<file path="config.mk">
export PLATFORM = sky130hd
export DESIGN_NAME = surfaceRayStage
export DESIGN_NICKNAME = d
export VERILOG_FILES = /design/src/rayTypesPkg.sv /design/src/fixedReciprocal.sv /design/src/fixed3Reciprocal.sv /design/src/surfaceRayGenerator.sv /design/src/rayOutputFifo.sv /design/src/surfaceRayStage.sv
export VERILOG_INCLUDE_DIRS = /design/src
export SDC_FILE = /design/constraint.sdc
export NUM_CORES = 2
export LEC_CHECK = 0
export BUFFER_PORTS_ARGS = -buffer_cell sky130_fd_sc_hd__buf_2
export CORE_MARGIN = 4
export CORE_UTILIZATION = 53
export DETAILED_ROUTE_END_ITERATION = 6
export PLACE_DENSITY = 0.74
export SYNTH_ARGS = -nofsm -noshare
export SYNTH_HDL_FRONTEND = slang
export SYNTH_SLANG_ARGS = --single-unit
</file>
<file path="constraint.sdc">
create_clock -name clk -period 14.22 [get_ports clk]
set_input_delay 0.711 -clock clk [delete_from_list [all_inputs] [get_ports clk]]
set_output_delay 0.711 -clock clk [all_outputs]
set_load 0.005 [all_outputs]
</file>
<file path="src/rayTracer_settings.svh">
`ifndef RAYTRACER_SETTINGS_SVH
`define RAYTRACER_SETTINGS_SVH

// Fixed-point scalar format
`define FIXED_WIDTH 32
`define FIXED_FRAC 16

// Finished rays waiting for the consumer
`define OUT_FIFO_DEPTH 4

`endif

</file>
<file path="src/rayTypesPkg.sv">
`include "rayTracer_settings.svh"

package rayTypesPkg;

    // --------------------------------------------------
    // Scalar and vector
    // --------------------------------------------------

    // Signed, FIXED_FRAC bits below the binary point
    typedef logic signed [`FIXED_WIDTH-1:0] fixedT;

    typedef struct packed {
        fixedT x;
        fixedT y;
        fixedT z;
    } fixed3T;

    // --------------------------------------------------
    // Ray records
    // --------------------------------------------------

    // invDir is filled in by the generator, the rest passes through
    typedef struct packed {
        fixed3T origin;
        fixed3T dir;
        fixed3T invDir;
    } surfaceRayT;

    // Ray plus the bookkeeping that travels with it
    typedef struct packed {
        surfaceRayT ray;
        logic [15:0] pixelIndex;
        logic [3:0] bounceDepth;
    } surfaceInputT;

endpackage

</file>
<file path="src/fixedReciprocal.sv">
`include "rayTracer_settings.svh"

module fixedReciprocal (
    input  logic               clk,
    input  logic               resetn,
    input  logic               strobe,
    input  rayTypesPkg::fixedT x,
    output logic               valid,
    output rayTypesPkg::fixedT y
);
    import rayTypesPkg::*;

    localparam int width = `FIXED_WIDTH;
    localparam int leadBit = 2 * `FIXED_FRAC;
    localparam int countW = $clog2(width);
    localparam logic [width:0] dividendOne = {{width{1'b0}}, 1'b1};
    // One in the 2*FRAC format, i.e. the numerator of 1/x
    localparam logic [width:0] dividend = dividendOne << leadBit;
    localparam fixedT maxPos = {1'b0, {(width-1){1'b1}}};
    localparam fixedT minNeg = {1'b1, {(width-1){1'b0}}};

    logic busy;
    logic [countW-1:0] stepCount;
    logic lastStep;
    logic [width-1:0] magIn, mag, rem, quo;
    logic negative, topOne;
    logic [width-1:0] shifted, stepRem, stepQuo;
    logic stepBit;

    function automatic fixedT applySign(input logic [width-1:0] q, input logic neg,
                                        input logic top);
        if (neg) begin
            applySign = (top || q[width-1]) ? minNeg : fixedT'(~q + 1'b1);
        end else begin
            applySign = (top || q[width-1]) ? maxPos : fixedT'(q);
        end
    endfunction

    assign magIn = x[width-1] ? (~x + 1'b1) : x;
    assign lastStep = stepCount == countW'(width - 1);

    // One restoring step, quotient bits shift in from the right
    always_comb begin
        shifted = {rem[width-2:0], quo[width-1]};
        stepBit = shifted >= mag;
        stepRem = stepBit ? shifted - mag : shifted;
        stepQuo = {quo[width-2:0], stepBit};
    end

    always_ff @(posedge clk or negedge resetn) begin
        if (!resetn) begin
            busy <= 1'b0;
            valid <= 1'b0;
            stepCount <= '0;
        end else begin
            valid <= 1'b0;
            if (strobe) begin
                busy <= 1'b1;
                stepCount <= '0;
            end else if (busy) begin
                stepCount <= stepCount + 1'b1;
                if (lastStep) begin
                    busy <= 1'b0;
                    valid <= 1'b1;
                end
            end
        end
    end

    // Top dividend bit is handled on load, magnitudes 0 and 1 overflow
    always_ff @(posedge clk) begin
        if (strobe) begin
            mag <= magIn;
            negative <= x[width-1];
            topOne <= dividend[width] && (magIn <= 1);
            rem <= {{(width-1){1'b0}}, dividend[width] && (magIn > 1)};
            quo <= dividend[width-1:0];
        end else if (busy) begin
            rem <= stepRem;
            quo <= stepQuo;
            if (lastStep) begin
                y <= applySign(stepQuo, negative, topOne);
            end
        end
    end

    // A new operand only once the previous one has finished
    assert property (@(posedge clk) disable iff (!resetn) strobe |-> !busy);

endmodule

</file>
<file path="src/fixed3Reciprocal.sv">
module fixed3Reciprocal (
    input  logic                clk,
    input  logic                resetn,
    input  logic                strobe,
    input  rayTypesPkg::fixed3T v,
    output logic                valid,
    output rayTypesPkg::fixed3T ov
);
    import rayTypesPkg::*;

    fixedT heldY, heldZ;
    fixedT divX, divY;
    logic divStrobe, divValid;
    // Component currently inside the divider
    logic [1:0] comp;

    // x starts straight away, y and z follow on the divider's valid
    assign divStrobe = strobe || (divValid && comp != 2'd2);
    assign divX = strobe ? v.x : ((comp == 2'd0) ? heldY : heldZ);

    fixedReciprocal divider_i (
        .clk(clk),
        .resetn(resetn),
        .strobe(divStrobe),
        .x(divX),
        .valid(divValid),
        .y(divY)
    );

    always_ff @(posedge clk or negedge resetn) begin
        if (!resetn) begin
            comp <= '0;
            valid <= 1'b0;
        end else begin
            valid <= 1'b0;
            if (strobe) begin
                comp <= '0;
            end else if (divValid) begin
                if (comp == 2'd2) begin
                    comp <= '0;
                    valid <= 1'b1;
                end else begin
                    comp <= comp + 1'b1;
                end
            end
        end
    end

    always_ff @(posedge clk) begin
        if (strobe) begin
            heldY <= v.y;
            heldZ <= v.z;
        end
        if (divValid) begin
            case (comp)
                2'd0: ov.x <= divY;
                2'd1: ov.y <= divY;
                default: ov.z <= divY;
            endcase
        end
    end

endmodule

</file>
<file path="src/surfaceRayGenerator.sv">
module surfaceRayGenerator (
    input  logic                      clk,
    input  logic                      resetn,
    input  logic                      addInput,
    input  logic                      addRefInput,
    input  rayTypesPkg::surfaceInputT inputData,
    input  rayTypesPkg::surfaceInputT refInputData,
    input  logic                      fifoFull,
    output logic                      inputFull,
    output logic                      refInputFull,
    output logic                      push,
    output rayTypesPkg::surfaceInputT pushData
);
    import rayTypesPkg::*;

    typedef enum logic [1:0] {
        genIdle,
        genGenerate,
        genDone
    } genStateT;

    genStateT state;
    surfaceInputT inputSlot, refInputSlot;
    // Ray being worked on
    surfaceInputT current;
    logic invStrobe, invValid;
    fixed3T invDir;

    // --------------------------------------------------
    // Control
    // --------------------------------------------------

    always_ff @(posedge clk or negedge resetn) begin
        if (!resetn) begin
            inputFull <= 1'b0;
            refInputFull <= 1'b0;
            invStrobe <= 1'b0;
            state <= genIdle;
        end else begin
            invStrobe <= 1'b0;
            if (addInput && !inputFull) begin
                inputFull <= 1'b1;
            end
            if (addRefInput && !refInputFull) begin
                refInputFull <= 1'b1;
            end

            case (state)
                genIdle: begin
                    // Reflection rays go first
                    if (refInputFull) begin
                        refInputFull <= 1'b0;
                        invStrobe <= 1'b1;
                        state <= genGenerate;
                    end else if (inputFull) begin
                        inputFull <= 1'b0;
                        invStrobe <= 1'b1;
                        state <= genGenerate;
                    end
                end
                genGenerate: begin
                    if (invValid) begin
                        state <= genDone;
                    end
                end
                genDone: begin
                    if (!fifoFull) begin
                        state <= genIdle;
                    end
                end
                default: state <= genIdle;
            endcase
        end
    end

    // --------------------------------------------------
    // Slots and held ray
    // --------------------------------------------------

    always_ff @(posedge clk) begin
        if (addInput && !inputFull) begin
            inputSlot <= inputData;
        end
        if (addRefInput && !refInputFull) begin
            refInputSlot <= refInputData;
        end
        if (state == genIdle) begin
            if (refInputFull) begin
                current <= refInputSlot;
            end else if (inputFull) begin
                current <= inputSlot;
            end
        end else if (state == genGenerate && invValid) begin
            current.ray.invDir <= invDir;
        end
    end

    assign push = (state == genDone) && !fifoFull;
    assign pushData = current;

    fixed3Reciprocal invDir_i (
        .clk(clk),
        .resetn(resetn),
        .strobe(invStrobe),
        .v(current.ray.dir),
        .valid(invValid),
        .ov(invDir)
    );

    // Sources must wait for their slot to drain
    assert property (@(posedge clk) disable iff (!resetn) addInput |-> !inputFull);
    assert property (@(posedge clk) disable iff (!resetn) addRefInput |-> !refInputFull);
    // Reciprocal result only while we are waiting for it
    assert property (@(posedge clk) disable iff (!resetn) invValid |-> state == genGenerate);

endmodule

</file>
<file path="src/rayOutputFifo.sv">
`include "rayTracer_settings.svh"

module rayOutputFifo (
    input  logic                      clk,
    input  logic                      resetn,
    input  logic                      push,
    input  rayTypesPkg::surfaceInputT pushData,
    output logic                      full,
    input  logic                      read,
    output logic                      empty,
    output rayTypesPkg::surfaceInputT headData
);
    import rayTypesPkg::*;

    localparam int fifoDepth = `OUT_FIFO_DEPTH;
    localparam int ptrW = $clog2(fifoDepth);
    localparam int countW = $clog2(fifoDepth + 1);

    surfaceInputT mem [fifoDepth];
    logic [ptrW-1:0] wrPtr, rdPtr;
    logic [countW-1:0] count;

    // Pointer wrap, depth need not be a power of two
    function automatic logic [ptrW-1:0] nextPtr(input logic [ptrW-1:0] p);
        nextPtr = (p == ptrW'(fifoDepth - 1)) ? '0 : p + 1'b1;
    endfunction

    assign full = count == countW'(fifoDepth);
    assign empty = count == '0;
    assign headData = mem[rdPtr];

    always_ff @(posedge clk or negedge resetn) begin
        if (!resetn) begin
            wrPtr <= '0;
            rdPtr <= '0;
            count <= '0;
        end else begin
            if (push) begin
                wrPtr <= nextPtr(wrPtr);
            end
            if (read) begin
                rdPtr <= nextPtr(rdPtr);
            end
            case ({push, read})
                2'b10: count <= count + 1'b1;
                2'b01: count <= count - 1'b1;
                default: count <= count;
            endcase
        end
    end

    always_ff @(posedge clk) begin
        if (push) begin
            mem[wrPtr] <= pushData;
        end
    end

    assert property (@(posedge clk) disable iff (!resetn) push |-> !full);
    assert property (@(posedge clk) disable iff (!resetn) read |-> !empty);

endmodule

</file>
<file path="src/surfaceRayStage.sv">
module surfaceRayStage (
    input  logic                      clk,
    input  logic                      resetn,
    input  logic                      addInput,
    input  logic                      addRefInput,
    input  rayTypesPkg::surfaceInputT inputData,
    input  rayTypesPkg::surfaceInputT refInputData,
    output logic                      inputFull,
    output logic                      refInputFull,
    input  logic                      outRead,
    output logic                      outEmpty,
    output rayTypesPkg::surfaceInputT outData
);
    import rayTypesPkg::*;

    // Generator to FIFO
    logic fifoFull;
    logic push;
    surfaceInputT pushData;

    surfaceRayGenerator surfaceRayGenerator_i (
        .clk(clk),
        .resetn(resetn),
        .addInput(addInput),
        .addRefInput(addRefInput),
        .inputData(inputData),
        .refInputData(refInputData),
        .fifoFull(fifoFull),
        .inputFull(inputFull),
        .refInputFull(refInputFull),
        .push(push),
        .pushData(pushData)
    );

    rayOutputFifo rayOutputFifo_i (
        .clk(clk),
        .resetn(resetn),
        .push(push),
        .pushData(pushData),
        .full(fifoFull),
        .read(outRead),
        .empty(outEmpty),
        .headData(outData)
    );

endmodule

</file>
==> impl_metrics.toml <==
[placement]
placed_cell_area_um2 = 98930
globalplace.congestion = 0.8835
dp_slack_ns = 9.482
dpl.hpwl_um = 137400
portBuffers = 931

[worst_hold_path]
min_from = "inputData[4]"
min_delay_path_depth = 1
min_path_type = "primary input to register"
min_to = "surfaceRayGenerator_i.inputSlot[4]$_DFFE_PP_"

[logic_synthesis]
synth.area.top_cells = "edfxtp_1 (78%), mux4_2 (7.6%), mux2_2 (2.7%), mux2i_1 (1.5%), dfxtp_1 (1.4%)"
synth_cells = 4435
yosys_warnings = 0
synthTopCellsByCount = "edfxtp_1 (2383), mux4_2 (308), mux2_2 (217)"
synthDistinctLibCells = 88
synth_top_cell_by_area = "edfxtp_1"
synthFlopType = "edfxtp_1"
synthesis.nets = 5100
synth_top_area_share_pct = 78.15
post_synth.cell_area_avg_um2 = 20.65
synth.most_common_cell = "edfxtp_1"
synth_edf_count = 2383
synth_area_um2 = 91570
async_flop_share_pct = 0.8918
ys_ff_latch = 2467
yosysSeqAreaShare_pct = 80.11

[pwr]
swShare_pct = 24.86
p_comb_share_pct = 15.8
power.density_nw_per_um2 = 149.9
switchingPower_mw = 4.195
internal-power_mw = 12.68
seqPwrFrac_pct = 48.0
peakVddDrop_mv = 0.1542
clock_power_share_pct = 36.2
p_leak_nw = 39.52

[setup_path]
cp-start-kind = "register"
r2r_cells = 6
crit-reg2reg-launch = "surfaceRayGenerator_i.state[0]$_DFFE_PN0P_"
required_ns = 13.51
reg2reg_to = "rayOutputFifo_i.mem[0][188]$_DFFE_PP_"
arrival_ns = 4.47
r2r_slack_ns = 9.44
path_max_fanout = 66
cp-end-kind = "primary output"
path_class = "register to primary output"

[timing]
relSlewSlack_pct = 28.61
rsz0062_at_grt = "no"
fin_crit_ns = 5.185
finalSetupViolations = 0
tns_ns = 0
hold_violations = 0
period_share_pct = 36.46
drv_slew = 0
timing.fmax_mhz = 192.9
fin_ws_ns = 9.035
tightestPinTransition_ns = 1.071
fin_worst_skew_ns = 0.03999

[layout]
final_layout_size_suffix_gt1_share_pct = 30.38
nets = 6745
finish.utilization_pct = 65.58
multiInputGateArea_um2 = 17280
ff_latch_area_um2 = 73370
final_area_um2 = 112600
fillers = 10790
area_delta_synth_final_pct = 22.99

[clock_tree]
cts_buffers = 232
cts.sinks = 2467
cts_htree_levels = 4
clk_path_buf_depth = 3
cts_tree = "built"
cts-root-buf = "clkbuf_16"
path_clk_slew_ns = 0.06
clkLatencyLatePin_ns = 0.88

[global_routing]
grt_pass1_wl_um = 346700
grt_antenna_before_repair = 15
overflow = 0
grt_pass1_vias = 51060
track_usage_pct = 26.40
grt_max_degree = 141

[routing]
vias = 49180
avgRoutedWirePerCell_um = 27.68
drc = 0
drtIter0Drc = 5037
vias_per_cell = 5.712
firstDrtPassIters = 7
ant_nets = 0
wl_um = 238300

[floorplan]
initial_utilization_pct = 53.32
die_h_um = 423.7
io_pins = 932
dieArea_um2 = 179500
row_count = 152
coreArea_um2 = 171700
fp.dieW_um = 423.7

[run]
max_cap_violations = 0

[outcome]
status = "complete, no violations"
what timing repair did:
item | CTS | global route
resized for setup | 0 | 0
endpoints found under the hold margin | 637 | 0
buffers inserted | 0 | 0
hold buffers | 616 | 0
per-layer routing:
| layer | up-vias | share of wire [%] | global-route usage [%] |
|---|---|---|---|
| met5 | - | 0 | 0 |
| met3 | 469 | 7.3 | 5.531 |
| met4 | 0 | 5.3 | 12.68 |
| met1 | 25170 | 36 | 32.56 |
| li1 | 21240 | - | - |
| met2 | 2296 | 51 | 44.86 |
final cells by class:
type	instances	area share [%]
Antenna cell	19	0.04222
Tap cell	2310	2.566
Clock inverter	149	1.261
Timing Repair Buffer	1607	10.08
Inverter	55	0.1833
Clock buffer	286	5.372
Multi-Input combinational cell	1717	15.35
Sequential cell	2467	65.15
placed cells by master, fill, tap and decap left out, types with 22 or more instances in the layout:
cell / instances
a21oi_1: 53
a31o_2: 23
a31oi_1: 27
buf_2: 931
buf_4: 54
clkbuf_1: 51
clkbuf_16: 233
clkinv_1: 62
clkinv_2: 39
dfxtp_1: 62
dlygate4sd3_1: 616
edfxtp_1: 2383
ha_1: 42
inv_1: 53
mux2_2: 217
mux2i_1: 139
mux4_2: 308
nand2_1: 200
nor2_1: 120
nor2b_1: 37
o21ai_0: 183
or3b_1: 27
xnor2_1: 40
xor2_1: 22
worst max path at each step:
stage | from | endpoint | slack, ns | cells after the start
3_5_place_dp | surfaceRayGenerator_i.state[0]$_DFFE_PN0P_ | rayOutputFifo_i.mem[3][117]$_DFFE_PP_ | 9.48 | 6
2_1_floorplan | surfaceRayGenerator_i.refInputFull$_DFF_PN0_ | surfaceRayGenerator_i.invStrobe$_DFF_PN0_ | 3.00 | 5
3_3_place_gp | surfaceRayGenerator_i.state[0]$_DFFE_PN0P_ | rayOutputFifo_i.mem[0][192]$_DFFE_PP_ | 9.51 | 6
5_1_grt | rayOutputFifo_i.rdPtr[0]$_DFFE_PN0P_ | outData[85] | 8.69 | 4
4_1_cts | rayOutputFifo_i.rdPtr[0]$_DFFE_PN0P_ | outData[86] | 8.90 | 4
6_report | rayOutputFifo_i.rdPtr[1]$_DFFE_PN0P_ | outData[37] | 9.04 | 4
registers in the layout, summed over array words and instances, names as in the netlist, 2 cells and up:
signal and count:
rayOutputFifo_i.rdPtr 2, surfaceRayGenerator_i.invDir_i.ov 96, surfaceRayGenerator_i.invDir_i.comp 2, surfaceRayGenerator_i.invDir_i.divider_i.y 32, surfaceRayGenerator_i.pushData 308, surfaceRayGenerator_i.refInputSlot 308, surfaceRayGenerator_i.state 2, surfaceRayGenerator_i.invDir_i.heldZ 32
surfaceRayGenerator_i.invDir_i.divider_i.quo 32, surfaceRayGenerator_i.invDir_i.divider_i.mag 32, rayOutputFifo_i.mem 1232, rayOutputFifo_i.count 3, surfaceRayGenerator_i.invDir_i.divider_i.rem 31, surfaceRayGenerator_i.invDir_i.divider_i.stepCount 5, surfaceRayGenerator_i.invDir_i.heldY 32, surfaceRayGenerator_i.inputSlot 308
rayOutputFifo_i.wrPtr 2
worst max-delay path, cell delays in order (launching register included):
cell	delay, ns
dfrtp_4	1.08
buf_4	0.80
buf_4	0.92
mux4_2	0.47
buf_2	0.18
logic make-up (layout without fill, tap and decap cells):
kind of cell | after synthesis | in the layout | share of synthesized area (%)
AO/OA/AOI/OAI | 424 | 424 | 2.947
XOR/XNOR | 62 | 62 | 0.5930
adder cells (fa/ha/maj) | 44 | 44 | 0.6176
buffers and inverters | 251 | 2097 | 1.082
flip-flops | 2467 | 2467 | 80.11
multiplexers | 665 | 665 | 11.78
other | 0 | 19 | 0
AND/OR/NAND/NOR | 522 | 522 | 2.876
power by group through the flow:
| stage | logic (mW) | clock network, mW | registers [mW] |
|---|---|---|---|
| final | 2.67 | 6.11 | 8.09 |
| after global routing | 2.81 | 6.54 | 8.10 |
| after CTS | 2.67 | 6.14 | 8.09 |
| after detailed placement | 2.52 | 0 | 8.25 |
| after global placement | 2.51 | 0 | 8.25 |
| after floorplan | 1.43 | 0 | 8.18 |
stage by stage:
step | std cells | power [mW] | hold WS [ns]
2_1_floorplan | 4435 | 9.606 | 0.4154
3_3_place_gp | 7540 | 10.76 | 0.4641
3_5_place_dp | 7540 | 10.77 | 0.4811
4_1_cts | 8591 | 16.91 | 0.03512
5_1_grt | 8599 | 17.45 | 0.04784
6_report | 8610 | 16.88 | 0.1080
Note: power is estimated with default switching activity, not from simulation.
